--- src/logic/rv_consts.svh ---
// Encodings for the RV32I subset only and the multicycle control codes that go with them
`ifndef RV_CONSTS_SVH
`define RV_CONSTS_SVH

// Major opcodes
`define RV_OP_ARITH      7'b0110011
`define RV_OP_ARITH_IMM  7'b0010011
`define RV_OP_LOAD       7'b0000011
`define RV_OP_STORE      7'b0100011
`define RV_OP_BRANCH     7'b1100011
`define RV_OP_JAL        7'b1101111
`define RV_OP_JALR       7'b1100111

`define RV_F3_ADD  3'b000
`define RV_F3_SLL  3'b001
`define RV_F3_XOR  3'b100
`define RV_F3_SRL  3'b101
`define RV_F3_OR   3'b110
`define RV_F3_AND  3'b111
`define RV_F3_BEQ  3'b000
`define RV_F3_BNE  3'b001
`define RV_F3_BLT  3'b100
`define RV_F3_BGE  3'b101

`define RV_F7_SUB  7'b0100000

// Subtract sits on a funct3 slot the subset never decodes
`define RV_ALU_SUB  3'b010
`define RV_ALU_W    3

`define RV_ALUOP_ADD    2'b00
`define RV_ALUOP_SUB    2'b01
`define RV_ALUOP_FUNCT  2'b10
`define RV_ALUOP_W      2

`define RV_PC_SRC_PC4     2'b00
`define RV_PC_SRC_ALUOUT  2'b01  // Branch target from DECODE
`define RV_PC_SRC_JUMP    2'b10  // Jump target straight from the ALU
`define RV_PC_SRC_W       2

`define RV_ST_FETCH   3'd0
`define RV_ST_DECODE  3'd1
`define RV_ST_EXEC    3'd2
`define RV_ST_MEM     3'd3
`define RV_ST_WBACK   3'd4
`define RV_ST_W       3

`define RV_RESET_PC  32'h0000_0000

`endif

--- src/logic/rv_pkg.sv ---
// Instruction word views for the R I S B and J formats only and no U format view
package rv_pkg;

  typedef union packed {
    struct packed {
      logic [6:0] funct7;
      logic [4:0] rs2;
      logic [4:0] rs1;
      logic [2:0] funct3;
      logic [4:0] rd;
      logic [6:0] opcode;
    } r;
    struct packed {
      logic [11:0] imm;
      logic [4:0]  rs1;
      logic [2:0]  funct3;
      logic [4:0]  rd;
      logic [6:0]  opcode;
    } i;
    struct packed {
      logic [6:0] imm_11_5;
      logic [4:0] rs2;
      logic [4:0] rs1;
      logic [2:0] funct3;
      logic [4:0] imm_4_0;
      logic [6:0] opcode;
    } s;
    struct packed {
      logic       imm_12;
      logic [5:0] imm_10_5;
      logic [4:0] rs2;
      logic [4:0] rs1;
      logic [2:0] funct3;
      logic [3:0] imm_4_1;
      logic       imm_11;
      logic [6:0] opcode;
    } b;
    struct packed {
      logic       imm_20;
      logic [9:0] imm_10_1;
      logic       imm_11;
      logic [7:0] imm_19_12;
      logic [4:0] rd;
      logic [6:0] opcode;
    } j;
  } instr_t;

endpackage

--- src/logic/rv_alu.sv ---
// Branch compare uses the sign of the difference so BLT and BGE misjudge on signed overflow
`timescale 1ns/1ps
`include "rv_consts.svh"

module rv_alu (
  input  logic [`RV_ALU_W-1:0] alu_op,
  input  logic [31:0]          alu_in_1,
  input  logic [31:0]          alu_in_2,
  input  logic [2:0]           funct3,
  output logic [31:0]          alu_result,
  output logic                 alu_bcond
);

  always_comb begin
    alu_result = 32'd0;
    alu_bcond  = 1'b0;
    case (alu_op)
      `RV_F3_ADD: alu_result = alu_in_1 + alu_in_2;
      `RV_ALU_SUB: begin
        alu_result = alu_in_1 - alu_in_2;
        // Branch test on the difference
        case (funct3)
          `RV_F3_BEQ: alu_bcond = (alu_result == 32'd0);
          `RV_F3_BNE: alu_bcond = (alu_result != 32'd0);
          `RV_F3_BLT: alu_bcond = alu_result[31];
          `RV_F3_BGE: alu_bcond = !alu_result[31];
          default:    alu_bcond = 1'b0;
        endcase
      end
      `RV_F3_SLL: alu_result = alu_in_1 << alu_in_2[4:0];
      `RV_F3_XOR: alu_result = alu_in_1 ^ alu_in_2;
      `RV_F3_OR:  alu_result = alu_in_1 | alu_in_2;
      `RV_F3_AND: alu_result = alu_in_1 & alu_in_2;
      `RV_F3_SRL: alu_result = alu_in_1 >> alu_in_2[4:0];  // Logical only
      default: begin
        alu_result = 32'd0;
      end
    endcase
  end

endmodule

--- src/logic/rv_alu_ctrl.sv ---
// ALU operation select where SRA is treated as SUB on R-type and as SRL on I-type
`timescale 1ns/1ps
`include "rv_consts.svh"

module rv_alu_ctrl (
  input  rv_pkg::instr_t               instr,
  input  logic [`RV_ALUOP_W-1:0]       alu_op_class,
  output logic [`RV_ALU_W-1:0]         alu_op
);

  always_comb begin
    case (alu_op_class)
      `RV_ALUOP_ADD: alu_op = `RV_F3_ADD;
      `RV_ALUOP_SUB: alu_op = `RV_ALU_SUB;
      `RV_ALUOP_FUNCT: begin
        case (instr.r.opcode)
          `RV_OP_ARITH: begin
            if (instr.r.funct7 == `RV_F7_SUB) begin
              alu_op = `RV_ALU_SUB;
            end else begin
              alu_op = instr.r.funct3;
            end
          end
          `RV_OP_ARITH_IMM: alu_op = instr.i.funct3;  // funct7 bits belong to the immediate
          `RV_OP_LOAD, `RV_OP_STORE, `RV_OP_JALR: begin
            alu_op = `RV_F3_ADD;
          end
          `RV_OP_BRANCH: alu_op = `RV_ALU_SUB;
          default: alu_op = `RV_F3_ADD;
        endcase
      end
      default: alu_op = `RV_F3_ADD;
    endcase
  end

endmodule

--- src/logic/rv_core.sv ---
// Wishbone classic master for full-word accesses without sel err rty or bursts
`timescale 1ns/1ps
`include "rv_consts.svh"

module rv_core (
  input  logic        clk,
  input  logic        reset,
  output logic        wb_cyc,
  output logic        wb_stb,
  output logic        wb_we,
  output logic [31:0] wb_adr,
  output logic [31:0] wb_wdata,
  input  logic [31:0] wb_rdata,
  input  logic        wb_ack
);

  rv_pkg::instr_t instr;
  logic alu_bcond;
  logic pc_write;
  logic ir_write;
  logic mdr_write;
  logic reg_write;
  logic a_b_write;
  logic alu_out_write;
  logic [`RV_PC_SRC_W-1:0] pc_src;
  logic alu_src_a;
  logic alu_src_b;
  logic wb_sel_mem;
  logic wb_sel_pc4;
  logic adr_sel_data;
  logic [`RV_ALUOP_W-1:0] alu_op_class;

  rv_ctrl_fsm i_ctrl_fsm (
    .clk(clk), .reset(reset),
    .instr(instr), .alu_bcond(alu_bcond), .wb_ack(wb_ack),
    .pc_write(pc_write), .ir_write(ir_write), .mdr_write(mdr_write),
    .reg_write(reg_write), .a_b_write(a_b_write), .alu_out_write(alu_out_write),
    .pc_src(pc_src), .alu_src_a(alu_src_a), .alu_src_b(alu_src_b),
    .wb_sel_mem(wb_sel_mem), .wb_sel_pc4(wb_sel_pc4), .adr_sel_data(adr_sel_data),
    .alu_op_class(alu_op_class),
    .wb_cyc(wb_cyc), .wb_stb(wb_stb), .wb_we(wb_we)
  );

  // Bus address and write data come from the datapath
  rv_datapath i_datapath (
    .clk(clk), .reset(reset),
    .pc_write(pc_write), .ir_write(ir_write), .mdr_write(mdr_write),
    .reg_write(reg_write), .a_b_write(a_b_write), .alu_out_write(alu_out_write),
    .pc_src(pc_src), .alu_src_a(alu_src_a), .alu_src_b(alu_src_b),
    .wb_sel_mem(wb_sel_mem), .wb_sel_pc4(wb_sel_pc4), .adr_sel_data(adr_sel_data),
    .alu_op_class(alu_op_class),
    .wb_rdata(wb_rdata),
    .instr(instr), .alu_bcond(alu_bcond),
    .wb_adr(wb_adr), .wb_wdata(wb_wdata)
  );

endmodule

--- src/logic/rv_ctrl_fsm.sv ---
// One bus access at a time and unknown opcodes fall through to the next PC after DECODE
`timescale 1ns/1ps
`include "rv_consts.svh"

module rv_ctrl_fsm (
  input  logic                    clk,
  input  logic                    reset,
  input  rv_pkg::instr_t          instr,
  input  logic                    alu_bcond,
  input  logic                    wb_ack,
  output logic                    pc_write,
  output logic                    ir_write,
  output logic                    mdr_write,
  output logic                    reg_write,
  output logic                    a_b_write,
  output logic                    alu_out_write,
  output logic [`RV_PC_SRC_W-1:0] pc_src,
  output logic                    alu_src_a,
  output logic                    alu_src_b,
  output logic                    wb_sel_mem,
  output logic                    wb_sel_pc4,
  output logic                    adr_sel_data,
  output logic [`RV_ALUOP_W-1:0]  alu_op_class,
  output logic                    wb_cyc,
  output logic                    wb_stb,
  output logic                    wb_we
);

  logic [`RV_ST_W-1:0] state;
  logic [`RV_ST_W-1:0] state_n;
  logic is_load;
  logic is_store;
  logic is_branch;
  logic is_jump;
  logic known_op;
  logic bus_next;

  assign is_load   = (instr.r.opcode == `RV_OP_LOAD);
  assign is_store  = (instr.r.opcode == `RV_OP_STORE);
  assign is_branch = (instr.r.opcode == `RV_OP_BRANCH);
  assign is_jump   = (instr.r.opcode == `RV_OP_JAL) || (instr.r.opcode == `RV_OP_JALR);
  assign known_op  = is_load || is_store || is_branch || is_jump ||
                     (instr.r.opcode == `RV_OP_ARITH) || (instr.r.opcode == `RV_OP_ARITH_IMM);

  always_comb begin
    state_n       = state;
    pc_write      = 1'b0;
    ir_write      = 1'b0;
    mdr_write     = 1'b0;
    reg_write     = 1'b0;
    a_b_write     = 1'b0;
    alu_out_write = 1'b0;
    pc_src        = `RV_PC_SRC_PC4;
    alu_src_a     = 1'b0;  // A register
    alu_src_b     = 1'b0;  // B register
    wb_sel_mem    = 1'b0;
    wb_sel_pc4    = 1'b0;
    adr_sel_data  = 1'b0;
    alu_op_class  = `RV_ALUOP_ADD;
    case (state)
      `RV_ST_FETCH: begin
        if (wb_cyc && wb_ack) begin
          ir_write = 1'b1;
          state_n  = `RV_ST_DECODE;
        end
      end
      `RV_ST_DECODE: begin
        a_b_write = 1'b1;
        if (is_branch) begin
          // Branch target PC+imm parked in alu_out
          alu_src_a     = 1'b1;
          alu_src_b     = 1'b1;
          alu_out_write = 1'b1;
        end else if (!is_jump) begin
          pc_write = 1'b1;
        end
        state_n = known_op ? `RV_ST_EXEC : `RV_ST_FETCH;
      end
      `RV_ST_EXEC: begin
        alu_out_write = 1'b1;
        state_n       = `RV_ST_WBACK;
        case (instr.r.opcode)
          `RV_OP_ARITH: alu_op_class = `RV_ALUOP_FUNCT;
          `RV_OP_ARITH_IMM: begin
            alu_src_b    = 1'b1;
            alu_op_class = `RV_ALUOP_FUNCT;
          end
          `RV_OP_LOAD, `RV_OP_STORE: begin
            alu_src_b = 1'b1;
            state_n   = `RV_ST_MEM;
          end
          `RV_OP_BRANCH: begin
            alu_out_write = 1'b0;  // Keep the target
            alu_op_class  = `RV_ALUOP_SUB;
            pc_write      = 1'b1;
            pc_src        = alu_bcond ? `RV_PC_SRC_ALUOUT : `RV_PC_SRC_PC4;
            state_n       = `RV_ST_FETCH;
          end
          default: begin
            // JAL adds to the PC and JALR to rs1
            alu_src_a  = (instr.r.opcode == `RV_OP_JAL);
            alu_src_b  = 1'b1;
            pc_write   = 1'b1;
            pc_src     = `RV_PC_SRC_JUMP;
            wb_sel_pc4 = 1'b1;  // Link value staged in alu_out
          end
        endcase
      end
      `RV_ST_MEM: begin
        adr_sel_data = 1'b1;
        if (wb_cyc && wb_ack) begin
          mdr_write = is_load;
          state_n   = is_load ? `RV_ST_WBACK : `RV_ST_FETCH;
        end
      end
      `RV_ST_WBACK: begin
        reg_write  = 1'b1;
        wb_sel_mem = is_load;
        state_n    = `RV_ST_FETCH;
      end
      default: state_n = `RV_ST_FETCH;
    endcase
  end

  // Strobes raised with the state change and dropped the cycle after ack
  assign bus_next = ((state_n == `RV_ST_FETCH) || (state_n == `RV_ST_MEM)) &&
                    !(wb_cyc && wb_ack);

  always_ff @(posedge clk) begin
    if (reset) begin
      state  <= `RV_ST_FETCH;
      wb_cyc <= 1'b0;
      wb_we  <= 1'b0;
    end else begin
      state  <= state_n;
      wb_cyc <= bus_next;
      wb_we  <= bus_next && (state_n == `RV_ST_MEM) && is_store;
    end
  end

  assign wb_stb = wb_cyc;

endmodule

--- src/logic/rv_datapath.sv ---
// Word-aligned bus addresses are assumed and JALR targets have bit 0 cleared
`timescale 1ns/1ps
`include "rv_consts.svh"

module rv_datapath (
  input  logic                    clk,
  input  logic                    reset,
  input  logic                    pc_write,
  input  logic                    ir_write,
  input  logic                    mdr_write,
  input  logic                    reg_write,
  input  logic                    a_b_write,
  input  logic                    alu_out_write,
  input  logic [`RV_PC_SRC_W-1:0] pc_src,
  input  logic                    alu_src_a,
  input  logic                    alu_src_b,
  input  logic                    wb_sel_mem,
  input  logic                    wb_sel_pc4,
  input  logic                    adr_sel_data,
  input  logic [`RV_ALUOP_W-1:0]  alu_op_class,
  input  logic [31:0]             wb_rdata,
  output rv_pkg::instr_t          instr,
  output logic                    alu_bcond,
  output logic [31:0]             wb_adr,
  output logic [31:0]             wb_wdata
);

  logic [31:0] pc;
  logic [31:0] pc_plus4;
  logic [31:0] pc_next;
  logic [31:0] mdr;
  logic [31:0] a_q;
  logic [31:0] b_q;
  logic [31:0] alu_out;
  logic [31:0] rs1_data;
  logic [31:0] rs2_data;
  logic [31:0] imm;
  logic [31:0] alu_in_1;
  logic [31:0] alu_in_2;
  logic [31:0] alu_result;
  logic [31:0] rd_data;
  logic [`RV_ALU_W-1:0] alu_op;

  assign pc_plus4 = pc + 32'd4;

  always_comb begin
    case (pc_src)
      `RV_PC_SRC_ALUOUT: pc_next = alu_out;
      `RV_PC_SRC_JUMP:   pc_next = {alu_result[31:1], 1'b0};
      default:           pc_next = pc_plus4;
    endcase
  end

  always_ff @(posedge clk) begin
    if (reset) begin
      pc <= `RV_RESET_PC;
    end else if (pc_write) begin
      pc <= pc_next;
    end
  end

  always_ff @(posedge clk) begin
    if (ir_write) begin
      instr <= wb_rdata;
    end
    if (mdr_write) begin
      mdr <= wb_rdata;
    end
    if (a_b_write) begin
      a_q <= rs1_data;
      b_q <= rs2_data;
    end
    if (alu_out_write) begin
      alu_out <= wb_sel_pc4 ? pc_plus4 : alu_result;  // PC is still the jump's own address
    end
  end

  assign alu_in_1 = alu_src_a ? pc : a_q;
  assign alu_in_2 = alu_src_b ? imm : b_q;
  assign rd_data  = wb_sel_mem ? mdr : alu_out;
  assign wb_adr   = adr_sel_data ? alu_out : pc;
  assign wb_wdata = b_q;

  rv_regfile i_regfile (
    .clk      (clk),
    .reset    (reset),
    .rs1      (instr.r.rs1),
    .rs2      (instr.r.rs2),
    .rd       (instr.r.rd),
    .reg_write(reg_write),
    .rd_data  (rd_data),
    .rs1_data (rs1_data),
    .rs2_data (rs2_data)
  );

  rv_imm_gen i_imm_gen (
    .instr(instr),
    .imm  (imm)
  );

  rv_alu_ctrl i_alu_ctrl (
    .instr       (instr),
    .alu_op_class(alu_op_class),
    .alu_op      (alu_op)
  );

  rv_alu i_alu (
    .alu_op    (alu_op),
    .alu_in_1  (alu_in_1),
    .alu_in_2  (alu_in_2),
    .funct3    (instr.r.funct3),
    .alu_result(alu_result),
    .alu_bcond (alu_bcond)
  );

endmodule

--- src/logic/rv_imm_gen.sv ---
// Sign-extended immediates for I S B and J formats and zero for every other opcode
`timescale 1ns/1ps
`include "rv_consts.svh"

module rv_imm_gen (
  input  rv_pkg::instr_t instr,
  output logic [31:0]    imm
);

  always_comb begin
    case (instr.r.opcode)
      `RV_OP_ARITH_IMM, `RV_OP_LOAD, `RV_OP_JALR: begin
        imm = {{20{instr.i.imm[11]}}, instr.i.imm};
      end
      `RV_OP_STORE: begin
        imm = {{20{instr.s.imm_11_5[6]}}, instr.s.imm_11_5, instr.s.imm_4_0};
      end
      `RV_OP_BRANCH: begin
        // Halfword offset so bit 0 is always clear
        imm = {{19{instr.b.imm_12}}, instr.b.imm_12, instr.b.imm_11,
               instr.b.imm_10_5, instr.b.imm_4_1, 1'b0};
      end
      `RV_OP_JAL: begin
        imm = {{11{instr.j.imm_20}}, instr.j.imm_20, instr.j.imm_19_12,
               instr.j.imm_11, instr.j.imm_10_1, 1'b0};
      end
      default: begin
        imm = 32'd0;
      end
    endcase
  end

endmodule

--- src/logic/rv_regfile.sv ---
// Reads are combinational so the read address must be stable before A and B are captured
`timescale 1ns/1ps

module rv_regfile (
  input  logic        clk,
  input  logic        reset,
  input  logic [4:0]  rs1,
  input  logic [4:0]  rs2,
  input  logic [4:0]  rd,
  input  logic        reg_write,
  input  logic [31:0] rd_data,
  output logic [31:0] rs1_data,
  output logic [31:0] rs2_data
);

  logic [31:0] regs [32];

  always_ff @(posedge clk) begin
    if (reset) begin
      for (int k = 0; k < 32; k++) begin
        regs[k] <= 32'd0;
      end
    end else if (reg_write && (rd != 5'd0)) begin  // x0 stays zero
      regs[rd] <= rd_data;
    end
  end

  assign rs1_data = regs[rs1];
  assign rs2_data = regs[rs2];

endmodule

--- config.mk ---
export PLATFORM = sky130hd
export DESIGN_NAME = rv_core
export DESIGN_NICKNAME = d
export VERILOG_FILES = /design/src/logic/rv_pkg.sv /design/src/logic/rv_alu.sv /design/src/logic/rv_alu_ctrl.sv /design/src/logic/rv_core.sv /design/src/logic/rv_ctrl_fsm.sv /design/src/logic/rv_datapath.sv /design/src/logic/rv_imm_gen.sv /design/src/logic/rv_regfile.sv
export VERILOG_INCLUDE_DIRS = /design/src /design/src/logic
export SDC_FILE = /design/constraint.sdc
export NUM_CORES = 2
export LEC_CHECK = 0
export CAP_MARGIN = 0
export CORE_ASPECT_RATIO = 0.5
export CORE_MARGIN = 3
export CORE_UTILIZATION = 25
export CTS_BUF_LIST = sky130_fd_sc_hd__clkbuf_8
export DETAILED_ROUTE_END_ITERATION = 6
export DONT_BUFFER_PORTS = 1
export PLACE_DENSITY = 0.4
export SKIP_CTS_REPAIR_TIMING = 1
export SLEW_MARGIN = 10
export SYNTH_ARGS = -nofsm -noshare
export SYNTH_HDL_FRONTEND = slang
export SYNTH_SLANG_ARGS = --single-unit
--- constraint.sdc ---
create_clock -name clk -period 7.5 [get_ports clk]
set_input_delay 0.375 -clock clk [delete_from_list [all_inputs] [get_ports clk]]
set_output_delay 0.375 -clock clk [all_outputs]
set_load 0.01 [all_outputs]
==> flow_summary.toml <==
[power_and_ir_drop]
leakage_uw = 0.0276
powerDensity_mw_per_mm2 = 193
p_total_uw = 15400
seqPwrFrac = 0.511
p_sw_uw = 4230
swShare = 0.275
irDropWorstVdd_uv = 134
clkPwrFrac = 0.369
internal_power_uw = 11100
power_frac_comb = 0.120

[logic_synthesis]
synth_top_family_by_area = "multiplexers"
mappedNetlistArea_mm2 = 0.0699
synth_cells = 5356
synthAdderAreaFrac = 0.0187
synth.area.mux_share = 0.251
synth_compound_area_frac = 0.0639
ys_seq_elements = 1221
synth_cell_types = 101
synthSimpleGateAreaFrac = 0.102
ys.flop_type = "edfxtp_1"
yosysSeqAreaShare = 0.519
synth_xor_area_frac = 0.00814
ys.warnings.count = 0
synth.avg_cell_area_um2 = 13.1
synthArstFlopShare = 0
synth_edf_count = 1184

[grt]
grt_util_all_layers = 0.212
grt_pass1_vias = 50424
grt_max_degree = 109
grt_first_pass_wirelength_um = 427000
antenna_found_initial = 46
overflow = 0

[route]
firstDrtPassIters = 6
drt_wl_total_um = 313000
avgRoutedWirePerCell_um = 33.7
postRouteAntennaNets = 0
avgViaCountPerCell = 5.45
num_vias = 50534
drc = 0
drt_first_iter_violations = 6171

[floorplanning]
coreArea_mm2 = 0.277
num_io_pins = 102
fp.dieArea_mm2 = 0.286
fp.dieW_um = 754
dieHeight_um = 380
initial_core_util = 0.253
rows = 136

[layout]
drive_above_1_share = 0.258
most-common-layout-cells = "edfxtp_1 (1184), nor2_1 (1176), mux4_2 (640)"
final_common_cell = "edfxtp_1"
syn_to_final_growth_pct = 13.9
final_cell_area_mm2 = 0.0796
final_cells = 9274
final_nets = 5503

[worst_setup_path]
endpoint_kind = "flop"
r2r_start = "i_datapath.instr[6]$_DFFE_PP_"
critical_path_class = "reg2reg"
r2r-end = "i_datapath.alu_out[30]$_DFFE_PP_"
worst-path-max-fanout = 11
critical_path_arrival_ps = 8010
startpoint_type = "flop"
cp.required_ps = 8140
reg2reg_depth = 20
reg2reg_slack_ps = 130

[timing]
rsz0062_at_grt = "false"
maxSlewHeadroom = 0.126
fin_crit_ps = 7370
worst_pin_slew_ps = 1280
clock_skew_ps = 51.6
worst_slack_ps = 127
drv_slew = 0
min_period_over_period = 0.983
fmax_mhz = 136
whs_ps = 111
setup_viol = 0
hold_viol = 0

[placed_design]
post-place-ws_ps = -470
port_buffers = 0
postPlaceCellArea_mm2 = 0.0753
dp.cells = 8836
dp_hpwl_um = 197000
gp_congestion = 0.942

[clock_tree]
cts_root_buffer = "clkbuf_8"
clock_latency_ps = 950
cts_buffer_depth = 3
clock-sinks = 1221
cts_tree = "done"
cts_buffers = 213
clkTransAtPathRegs_ps = 60
htree_levels = 4

[run]
drv_cap = 0

[min_path]
worstHoldStart = "wb_rdata[14]"
hold_path_class = "in2reg"
min_to = "i_datapath.instr[14]$_DFFE_PP_"
hold-path-cell-count = 1

[outcome]
status = "finished clean"
## Yosys cell counts (all sizes together), types with 14 or more instances
cell | n | share of area
nand2 | 266 | 0.014
a211oi | 50 | 0.0055
ha | 101 | 0.018
nor2 | 1180 | 0.063
and3 | 25 | 0.0022
a2111oi | 14 | 0.0021
o22ai | 35 | 0.0031
nor3 | 56 | 0.0042
xnor2 | 44 | 0.0055
a21oi | 202 | 0.015
a21o | 34 | 0.0037
nand4 | 18 | 0.0016
mux2 | 131 | 0.021
o31ai | 23 | 0.0025
o21ai | 106 | 0.0076
a31oi | 25 | 0.0025
o211ai | 25 | 0.0027
edfxtp | 1184 | 0.51
dfxtp | 37 | 0.011
mux2i | 167 | 0.024
a221oi | 22 | 0.0028
clkbuf | 398 | 0.021
buf | 114 | 0.0082
inv | 121 | 0.0066
xor2 | 21 | 0.0026
mux4 | 640 | 0.21
and2 | 15 | 0.0013
nor4 | 20 | 0.0020
o21a | 20 | 0.0021
nor2b | 20 | 0.0018
nand3 | 47 | 0.0034
## sequential cells by signal (all words and copies together) (netlist names), 3 cells and up
name / cells
i_datapath.mdr: 32
i_datapath.instr: 32
i_datapath.pc: 32
i_ctrl_fsm.state: 3
i_datapath.alu_out: 32
i_datapath.wb_wdata: 32
i_datapath.i_regfile.regs: 1024
i_datapath.a_q: 32
## final cells by class
class | instances | area [um^2]
repair buffers | 275 | 2380
fillers | 28087 | 197000
clock buffers | 221 | 3040
diodes | 16 | 40.0
flip-flops and latches | 1221 | 36300
inverters | 124 | 474
clock inverters | 161 | 703
well taps | 3726 | 4660
multi-input cells | 3530 | 32000
## how the worst max path moves through the flow
stage | endpoint | cells past startpoint | start | slack (ps)
after floorplan | i_datapath.pc[31]$_SDFFE_PP0P_ | 31 | i_ctrl_fsm.state[0]$_SDFF_PP0_ | 260
after detailed placement | i_datapath.pc[17]$_SDFFE_PP0P_ | 24 | i_ctrl_fsm.state[0]$_SDFF_PP0_ | -470
after CTS | i_datapath.pc[21]$_SDFFE_PP0P_ | 24 | i_ctrl_fsm.state[0]$_SDFF_PP0_ | -510
after global routing | i_datapath.pc[30]$_SDFFE_PP0P_ | 21 | i_datapath.instr[6]$_DFFE_PP_ | 50
final | i_datapath.alu_out[30]$_DFFE_PP_ | 20 | i_datapath.instr[6]$_DFFE_PP_ | 130
after global placement | i_datapath.pc[12]$_SDFFE_PP0P_ | 26 | i_ctrl_fsm.state[0]$_SDFF_PP0_ | -480
## worst max-delay path: stages, from the launching register on
cell,delay [ps]
edfxtp_1,550
nand3b_1,270
nor3_1,420
o21ai_0,230
a31oi_4,240
buf_4,270
ha_1,340
fa_1,290
nor2b_1,220
o211ai_1,190
a2111oi_1,890
o21ai_0,450
a2111oi_0,810
buf_4,230
nor4b_1,60
o21ai_0,220
xnor2_1,140
mux2_2,340
a211oi_1,630
buf_4,230
o22ai_1,70
## power groups by stage
stage	registers, uW	clock network, uW	logic [uW]
floorplan	7910	0	1070
global placement	7970	0	1790
detailed placement	7990	0	1780
CTS	7850	5810	1790
global route	7870	6110	1920
finish	7850	5660	1840
## cells by family (layout without fill, tap and decap cells)
group,Yosys count,after routing
and+or+nand+nor,1721,1721
other,1,48
adders and majority gates,103,103
muxes,938,938
xor gates and xnor gates,65,65
buffers and inverters,636,781
AOI/OAI and AO/OA,671,671
DFF,1221,1221
## per-layer routing
layer | vias to the layer above | wire length (um) | global-route usage
met5 | - | 0 | 0
met4 | 0 | 10000 | 0.0640
met3 | 527 | 24700 | 0.0390
met2 | 2556 | 149000 | 0.349
met1 | 26934 | 130000 | 0.285
li1 | 20517 | - | -
## stage by stage
| step | util | TNS (ps) |
|---|---|---|
| after floorplan | - | 0 |
| after global placement | 0.272 | -11220 |
| after detailed placement | 0.272 | -10460 |
| after CTS | 0.286 | -11070 |
| after global routing | 0.288 | 0 |
| final | 0.288 | 0 |
No activity file was read; power rests on OpenSTA's default activity.
